**src/include/spi_defs.svh**
```systemverilog
`ifndef SPI_DEFS_SVH
`define SPI_DEFS_SVH

// ~~~~~~~~~~~~~~~~~~~~~~~~~~~~~~~~~~~~~~~~
// clocking defaults
// ~~~~~~~~~~~~~~~~~~~~~~~~~~~~~~~~~~~~~~~~

`define SPI_CLKFREQ 50000000   // system clock in hz.
`define SPI_SPEED   5000000    // sclk rate in hz, gives a half period of 5 clk.

// ~~~~~~~~~~~~~~~~~~~~~~~~~~~~~~~~~~~~~~~~
// register map
// ~~~~~~~~~~~~~~~~~~~~~~~~~~~~~~~~~~~~~~~~

`define SPI_ADDR_DATA 4'h0     // data and status.
`define SPI_ADDR_SS   4'h2     // slave select, bit 0 only.
`define SPI_ADDR_CONF 4'h4     // cpha, cpol, lsb first.

`endif

```
**src/logic/spi_pkg.sv**
```systemverilog
package spi_pkg;

  // host bus side.
  typedef logic [15:0] data_word_t;
  typedef logic [3:0]  reg_addr_t;

  // one shifted byte.
  typedef logic [7:0]  spi_byte_t;

  // status cycle, also the top two bits of the status word.
  typedef enum logic [1:0] {
    ST_IDLE     = 2'd0,
    ST_BUSY     = 2'd1,
    ST_COMPLETE = 2'd2,
    ST_RELEASE  = 2'd3
  } xfer_state_t;

  typedef enum logic [1:0] {
    SH_IDLE,
    SH_RUN,
    SH_DONE
  } shift_state_t;

  // configuration register, upper bits are stored only.
  typedef struct packed {
    logic [12:0] spare;
    logic        lsb_first;
    logic        cpol;
    logic        cpha;
  } conf_t;

endpackage

```
**src/logic/spi_xfer_if.sv**
```systemverilog
`timescale 1ns/1ps

interface spi_xfer_if;
  import spi_pkg::*;

  logic      start;     // one cycle, only while the transceiver is idle.
  spi_byte_t tx_byte;   // held from start until done.
  conf_t     conf;      // held from start until done.
  spi_byte_t rx_byte;   // valid while done is high.
  logic      done;      // one cycle, once per start.

  // register block side.
  modport ctrl (
    output start,
    output tx_byte,
    output conf,
    input  rx_byte,
    input  done
  );

  // shifter side.
  modport xcvr (
    input  start,
    input  tx_byte,
    input  conf,
    output rx_byte,
    output done
  );

endinterface

```
**src/logic/spi_clk_gen.sv**
```systemverilog
`timescale 1ns/1ps

module spi_clk_gen #(
  parameter int half_period = 5
) (
  input  logic clk,
  input  logic rst_n,
  input  logic run,
  output logic lead,
  output logic trail
);

  localparam int cnt_w = (half_period > 1) ? $clog2(half_period) : 1;
  localparam logic [cnt_w-1:0] cnt_last = cnt_w'(half_period - 1);

  logic [cnt_w-1:0] cnt;
  logic             phase;   // low means the next strobe is a lead edge.

  always_ff @(posedge clk or negedge rst_n) begin
    if (!rst_n) begin
      cnt   <= '0;
      phase <= 1'b0;
      lead  <= 1'b0;
      trail <= 1'b0;
    end else if (!run) begin
      // hold everything at the start point between transfers.
      cnt   <= '0;
      phase <= 1'b0;
      lead  <= 1'b0;
      trail <= 1'b0;
    end else begin
      lead  <= 1'b0;
      trail <= 1'b0;
      if (cnt == cnt_last) begin
        cnt   <= '0;
        phase <= ~phase;
        lead  <= ~phase;
        trail <= phase;
      end else begin
        cnt <= cnt + 1'b1;
      end
    end
  end

endmodule

```
**src/logic/spi_xcvr.sv**
```systemverilog
`timescale 1ns/1ps
`include "spi_defs.svh"

module spi_xcvr #(
  parameter int clkfreq = `SPI_CLKFREQ,
  parameter int speed   = `SPI_SPEED
) (
  input  logic     clk,
  input  logic     rst_n,
  spi_xfer_if.xcvr xfer,
  input  logic     miso,
  output logic     mosi,
  output logic     sclk
);
  import spi_pkg::*;

  localparam int div = clkfreq / (2 * speed);
  localparam int half_period = (div > 0) ? div : 1;

  shift_state_t state;
  spi_byte_t    tx_sr;
  spi_byte_t    tx_next;
  spi_byte_t    rx_sr;
  logic [3:0]   edge_cnt;      // sclk edges seen, 16 per byte.
  logic         start_q;       // tx_byte is latched one cycle after start.
  logic         run;
  logic         lead;
  logic         trail;
  logic         sample_edge;
  logic         shift_edge;

  assign run = (state == SH_RUN);

  spi_clk_gen #(
    .half_period(half_period)
  ) clk_gen_i (
    .clk  (clk),
    .rst_n(rst_n),
    .run  (run),
    .lead (lead),
    .trail(trail)
  );

  // ~~~~~~~~~~~~~~~~~~~~~~~~~~~~~~~~~~~~~~~~
  // edge roles
  // ~~~~~~~~~~~~~~~~~~~~~~~~~~~~~~~~~~~~~~~~

  // cpha 0 samples on lead and shifts on trail.
  // cpha 1 shifts on lead, skipping the first since bit one is already out.
  assign sample_edge = xfer.conf.cpha ? trail : lead;
  assign shift_edge  = xfer.conf.cpha ? (lead && (edge_cnt != 4'd0)) : trail;

  assign tx_next = xfer.conf.lsb_first ? {1'b0, tx_sr[7:1]} : {tx_sr[6:0], 1'b0};

  always_ff @(posedge clk or negedge rst_n) begin
    if (!rst_n) begin
      state    <= SH_IDLE;
      start_q  <= 1'b0;
      edge_cnt <= '0;
      sclk     <= 1'b0;
      mosi     <= 1'b0;
    end else begin
      start_q <= 1'b0;
      case (state)
        SH_IDLE: begin
          sclk     <= xfer.conf.cpol;   // idle level follows cpol.
          edge_cnt <= '0;
          start_q  <= xfer.start;
          if (start_q) begin
            mosi  <= xfer.conf.lsb_first ? xfer.tx_byte[0] : xfer.tx_byte[7];
            state <= SH_RUN;
          end
        end
        SH_RUN: begin
          if (lead || trail) begin
            sclk     <= ~sclk;
            edge_cnt <= edge_cnt + 1'b1;
          end
          if (shift_edge) begin
            mosi <= xfer.conf.lsb_first ? tx_next[0] : tx_next[7];
          end
          if (trail && (edge_cnt == 4'd15)) begin
            state <= SH_DONE;   // sclk is back at cpol here.
          end
        end
        SH_DONE: begin
          mosi  <= 1'b0;
          state <= SH_IDLE;
        end
        default: state <= SH_IDLE;
      endcase
    end
  end

  // data shifters.
  always_ff @(posedge clk) begin
    if ((state == SH_IDLE) && start_q) begin
      tx_sr <= xfer.tx_byte;
    end else if (run && shift_edge) begin
      tx_sr <= tx_next;
    end
    if (run && sample_edge) begin
      rx_sr <= xfer.conf.lsb_first ? {miso, rx_sr[7:1]} : {rx_sr[6:0], miso};
    end
  end

  assign xfer.done    = (state == SH_DONE);
  assign xfer.rx_byte = rx_sr;

endmodule

```
**src/logic/spi_master.sv**
```systemverilog
`timescale 1ns/1ps
`include "spi_defs.svh"

module spi_master #(
  parameter int clkfreq = `SPI_CLKFREQ,
  parameter int speed   = `SPI_SPEED
) (
  input  logic                clk,
  input  logic                rst_n,
  input  logic                select,
  input  logic                write,
  input  spi_pkg::reg_addr_t  address,
  input  spi_pkg::data_word_t data_in,
  output spi_pkg::data_word_t data_out,
  input  logic                miso,
  output logic                mosi,
  output logic                sclk,
  output logic                ss
);
  import spi_pkg::*;

  spi_byte_t   tx_byte_q, tx_byte_d;
  spi_byte_t   rx_byte_q, rx_byte_d;
  logic        ss_q, ss_d;
  conf_t       conf_q, conf_d;
  xfer_state_t state_q, state_d;
  logic        tx_start;

  spi_xfer_if xfer ();

  // ~~~~~~~~~~~~~~~~~~~~~~~~~~~~~~~~~~~~~~~~
  // registers
  // ~~~~~~~~~~~~~~~~~~~~~~~~~~~~~~~~~~~~~~~~

  always_ff @(posedge clk or negedge rst_n) begin
    if (!rst_n) begin
      rx_byte_q <= '0;
      ss_q      <= 1'b1;        // slave deselected out of reset.
      conf_q    <= '0;
      state_q   <= ST_IDLE;
    end else begin
      rx_byte_q <= rx_byte_d;
      ss_q      <= ss_d;
      conf_q    <= conf_d;
      state_q   <= state_d;
    end
  end

  always_ff @(posedge clk) begin
    tx_byte_q <= tx_byte_d;
  end

  // ~~~~~~~~~~~~~~~~~~~~~~~~~~~~~~~~~~~~~~~~
  // bus decode and status cycle
  // ~~~~~~~~~~~~~~~~~~~~~~~~~~~~~~~~~~~~~~~~

  always_comb begin
    tx_byte_d = tx_byte_q;
    rx_byte_d = rx_byte_q;
    ss_d      = ss_q;
    conf_d    = conf_q;
    state_d   = state_q;
    tx_start  = 1'b0;
    data_out  = '0;
    if (select && write) begin
      case (address)
        `SPI_ADDR_DATA: begin
          // data writes outside idle are dropped.
          if (state_q == ST_IDLE) begin
            state_d   = ST_BUSY;
            tx_start  = 1'b1;
            tx_byte_d = data_in[7:0];
          end
        end
        `SPI_ADDR_SS:   ss_d = data_in[0];
        `SPI_ADDR_CONF: conf_d = conf_t'(data_in);
        default: ;
      endcase
    end else if (select) begin
      case (address)
        `SPI_ADDR_DATA: begin
          data_out = {state_q, 6'h00, rx_byte_q};
          if (state_q == ST_COMPLETE) begin
            state_d = ST_RELEASE;   // software has seen the result.
          end
        end
        `SPI_ADDR_SS:   data_out = {15'h0000, ss_q};
        `SPI_ADDR_CONF: data_out = data_word_t'(conf_q);
        default:        data_out = '0;
      endcase
    end else if (state_q == ST_RELEASE) begin
      state_d = ST_IDLE;
    end

    if (xfer.done && (state_q == ST_BUSY)) begin
      rx_byte_d = xfer.rx_byte;
      state_d   = ST_COMPLETE;
    end
  end

  assign xfer.start   = tx_start;
  assign xfer.tx_byte = tx_byte_q;   // latched copy, not the live bus.
  assign xfer.conf    = conf_q;
  assign ss           = ss_q;

  spi_xcvr #(
    .clkfreq(clkfreq),
    .speed  (speed)
  ) xcvr_i (
    .clk  (clk),
    .rst_n(rst_n),
    .xfer (xfer),
    .miso (miso),
    .mosi (mosi),
    .sclk (sclk)
  );

endmodule

```
**src/logic/spi_periph.sv**
```systemverilog
`timescale 1ns/1ps
`include "spi_defs.svh"

module spi_periph (
  input  logic                clk,
  input  logic                rst_n,
  // host bus.
  input  logic                select,
  input  logic                write,
  input  spi_pkg::reg_addr_t  address,
  input  spi_pkg::data_word_t data_in,
  output spi_pkg::data_word_t data_out,
  // spi pins.
  input  logic                miso,
  output logic                mosi,
  output logic                sclk,
  output logic                ss
);

  // divider is fixed here from the defaults.
  spi_master #(
    .clkfreq(`SPI_CLKFREQ),
    .speed  (`SPI_SPEED)
  ) master_i (
    .clk     (clk),
    .rst_n   (rst_n),
    .select  (select),
    .write   (write),
    .address (address),
    .data_in (data_in),
    .data_out(data_out),
    .miso    (miso),
    .mosi    (mosi),
    .sclk    (sclk),
    .ss      (ss)
  );

endmodule

```
**config.mk**
```make
export PLATFORM = sky130hd
export DESIGN_NAME = spi_periph
export DESIGN_NICKNAME = d
export VERILOG_FILES = /design/src/logic/spi_pkg.sv /design/src/logic/spi_xfer_if.sv /design/src/logic/spi_clk_gen.sv /design/src/logic/spi_xcvr.sv /design/src/logic/spi_master.sv /design/src/logic/spi_periph.sv
export VERILOG_INCLUDE_DIRS = /design/src /design/src/include
export SDC_FILE = /design/constraint.sdc
export NUM_CORES = 1
export LEC_CHECK = 0
export ABC_AREA = 1
export BUFFER_PORTS_ARGS = -buffer_cell sky130_fd_sc_hd__buf_2
export CORE_ASPECT_RATIO = 1.2
export CORE_MARGIN = 4
export CORE_UTILIZATION = 49
export CTS_BUF_LIST = sky130_fd_sc_hd__clkbuf_4 sky130_fd_sc_hd__clkbuf_8
export CTS_CLUSTER_DIAMETER = 150
export DETAILED_ROUTE_END_ITERATION = 8
export GPL_ROUTABILITY_DRIVEN = 1
export PLACE_DENSITY = 0.79
export SETUP_SLACK_MARGIN = 0.15
export SLEW_MARGIN = 5
export SYNTH_ARGS = -nofsm -noshare
export SYNTH_HDL_FRONTEND = slang
export SYNTH_SLANG_ARGS = --single-unit
```
**constraint.sdc**
```tcl
create_clock -name clk -period 2.4 [get_ports clk]
set_input_delay 0.12 -clock clk [delete_from_list [all_inputs] [get_ports clk]]
set_output_delay 0.12 -clock clk [all_outputs]
set_load 0.05 [all_outputs]
```
==> out/summary.txt <==
Status = completed
Tcrit/Tclk final = 77.5%
Fin. max-slew vios = 0
Critical path class = register to register
Fraction of layout cells with a size suffix above 1 = 17.1%
DRC = 0
CP arrival = 1860 ps
Layout net count = 452
Setup_tns = 0 ps
Die Ht = 96.3 um
Post-Synthesis Cell Area = 0.00318 sq mm
#FFs+latches synth = 66
Initial DRC Count = 239
Most common cell in the netlist = nand2_1
Syn_nets = 390
Detailed placement HPWL = 4730 um
CTS tree = done
Post-route cell area = 0.00382 sq mm
RePlAce Congestion = 0.828
Post-DP Area = 0.00347 sq mm
Die ar. = 0.00786 sq mm
RR Endpoint = master_i.xcvr_i.tx_sr[4]
Htree depth = 3
Mean Syn Cell Area = 8.97 sq um
Endpoints failing hold = 0
Register area share after synthesis = 55.7%
Worst-Skew Late Latency = 340 ps
Clock Power Share = 26.9%
N_diodes = 0
Worst reg-to-reg setup slack = 540 ps
# resized after CTS = 0
Largest net degree at the start of global routing = 43
Number of synthesized flops with an enable pin = 24
Layout area overhead = 19.8%
WL final = 6860 um
Initial Util = 51.6%
Startpoint types = register
Top-Level Pins = 44
Fmax = 538 MHz
Post-synth ARST share = 63.6%
Cells after Synth = 355
Max VDD drop = 0.451 mV
Comb power frac = 26.4%
R2R depth = 4
Vias in the first global route = 2470
Peak fanout along the critical path = 17
Synth Flop Type = dfrtp_1
Area share of xor/xnor cells in the synthesized design = 0.550%
Static leakage = 1.83 nW
Final WS setup = 540 ps
DR vias = 2604
Initial antenna violation count = 0
Routed len/inst = 13.6 um
Post-synth cell types = 30
P_sw = 0.00111 W
Simple-gate share of the synthesized area = 21.6%
Critical Path Source = master_i.xcvr_i.state[0]
Synth top area share = 32.2%
Total gr overflow = 0
Main combinational cell family by area after synthesis = simple AND/OR/NAND/NOR gates
Compound-Gate Fraction of Synth Area = 11.0%
Root Driver = clkbuf_8
Synth top cells by count = nand2_1, inv_1, dfrtp_1
Pre-CTS setup slack = 554 ps
Clock Skews = 9.61 ps
Slew Limit Headroom = 37.6%
Worst-margin pin slew = 937 ps
Cell taking the most area after synthesis = dfrtp_1
Internal power = 0.00220 W
Core area = 0.00617 sq mm
Total track usage = 19.3%
Clock slew at reported path FFs = 70 ps
Unrepaired setup endpoints after global routing = no
# setup viols final = 0
Max-cap violations = 0
Die X = 81.6 um
WP data required = 2400 ps
Ys Warns = 0
Multiplexer share of the synthesized area = 0.354%
Buffers on Ports = 43
Post-route minimum period = 1860 ps
TritonRoute pass-1 iters = 4
Sw Ratio = 33.5%
Max clock buf depth = 2
Main area contributors after synthesis = dfrtp_1, edfxtp_1, nand2_1, o21ai_0, inv_1
Via density = 5.17
Power per Cell Area = 867 mW/mm^2
Clk sinks = 66
Placement Rows = 31
Worst min path class = input port to register
CTS Buf Count = 9
Adder-cell share of the synthesized area = 3.93%
Flop pwr share = 46.7%
Worst setup endpoint = master_i.xcvr_i.tx_sr[4]
DRT antenna net count = 0
FF-to-FF Start = master_i.xcvr_i.state[0]
Crit. End Element = register
First-pass GRT wire length = 11500 um
-- registers in the layout, summed over array words and instances, names as in the netlist, 2 cells and up --
| signal | count |
|---|---|
| master_i.xcvr_i.state | 2 |
| master_i.xcvr_i.clk_gen_i.cnt | 3 |
| master_i.state_q | 2 |
| master_i.rx_byte_q | 8 |
| master_i.xcvr_i.xfer.rx_byte | 8 |
| master_i.xcvr_i.edge_cnt | 4 |
| master_i.conf_q | 16 |
| master_i.tx_byte_q | 8 |
| master_i.xcvr_i.tx_sr | 8 |
-- timing repair --
item / CTS / global route
hold buffers: 15 / 0
hold endpoints to repair: 55 / 0
setup buffers: 0 / 0
-- power by group through the flow --
stage / Sequential, W / Clock [W] / Combinational, W
detailed placement: 0.00156 / 0 / 0.000848
CTS: 0.00154 / 0.000904 / 0.000875
floorplan: 0.00158 / 0 / 0.000583
finish: 0.00155 / 0.000889 / 0.000875
global placement: 0.00156 / 0 / 0.000818
global route: 0.00157 / 0.000957 / 0.00100
-- per-layer routing --
metal | up-vias | share of wire (%) | global-route usage (%)
met2 | 90 | 49 | 30.9
met3 | 15 | 4.9 | 3.75
met4 | 0 | 2.2 | 8.03
met5 | - | 0 | 0
li1 | 1295 | - | -
met1 | 1204 | 44 | 25.8
-- kinds of logic (layout without fill, tap and decap cells) --
group / count (synthesis) / after routing
compound gates: 66 / 66
xor+xnor: 2 / 2
mux: 1 / 1
buf+inv: 54 / 121
simple gates: 156 / 156
fa+ha+maj: 10 / 10
flops: 66 / 66
-- cell usage in the layout (no fill, tap or decap), types with 2 or more instances in the layout --
| master | count |
|---|---|
| a21oi_1 | 16 |
| a31oi_1 | 6 |
| buf_2 | 43 |
| buf_4 | 3 |
| clkbuf_8 | 13 |
| clkinv_2 | 2 |
| dfrtp_1 | 41 |
| dlygate4sd3_1 | 15 |
| edfxtp_1 | 24 |
| ha_1 | 10 |
| inv_1 | 43 |
| nand2_1 | 85 |
| nand3_1 | 27 |
| nand4_1 | 2 |
| nor2_1 | 25 |
| nor2_4 | 3 |
| nor3_1 | 10 |
| o21ai_0 | 38 |
| o22ai_1 | 2 |
-- worst max-delay path, stage by stage (launching register included) --
cell and delay (ps):
dfrtp_1 410, inv_1 140, ha_1 250, nand2_1 330, nand2_1 400
-- worst min path at each step --
stage                           start                               end  slack [ps]  cells past startpoint
after floorplan                 rst_n                master_i.conf_q[0]        -180                      0
after global placement          rst_n  master_i.xcvr_i.clk_gen_i.cnt[2]         300                      1
after detailed placement        rst_n    master_i.xcvr_i.clk_gen_i.lead         310                      1
after CTS                  data_in[7]             master_i.tx_byte_q[7]           3                      1
after global routing       data_in[7]             master_i.tx_byte_q[7]         0.3                      1
final                     data_in[15]               master_i.conf_q[15]          10                      3
-- metrics by stage --
| step | std cells | hold slack, ps | util (%) | total power [W] |
|---|---|---|---|---|
| 6_report | 504 | 11.9 | 61.9 | 0.00331 |
| 5_1_grt | 504 | 0.268 | 61.9 | 0.00353 |
| 2_1_floorplan | 355 | -176 | - | 0.00217 |
| 4_1_cts | 504 | 2.97 | 61.9 | 0.00332 |
| 3_5_place_dp | 473 | 315 | 56.3 | 0.00241 |
| 3_3_place_gp | 473 | 303 | 56.3 | 0.00237 |
-- final cells by class --
class | count | area, sq um
fillers | 478 | 2350
flip-flops and latches | 66 | 1770
multi-input cells | 235 | 1190
repair buffers | 61 | 388
clock buffers | 14 | 186
inverters | 44 | 165
well taps | 82 | 103
clock inverters | 2 | 10.0
No activity file was read; power rests on OpenSTA's default activity.
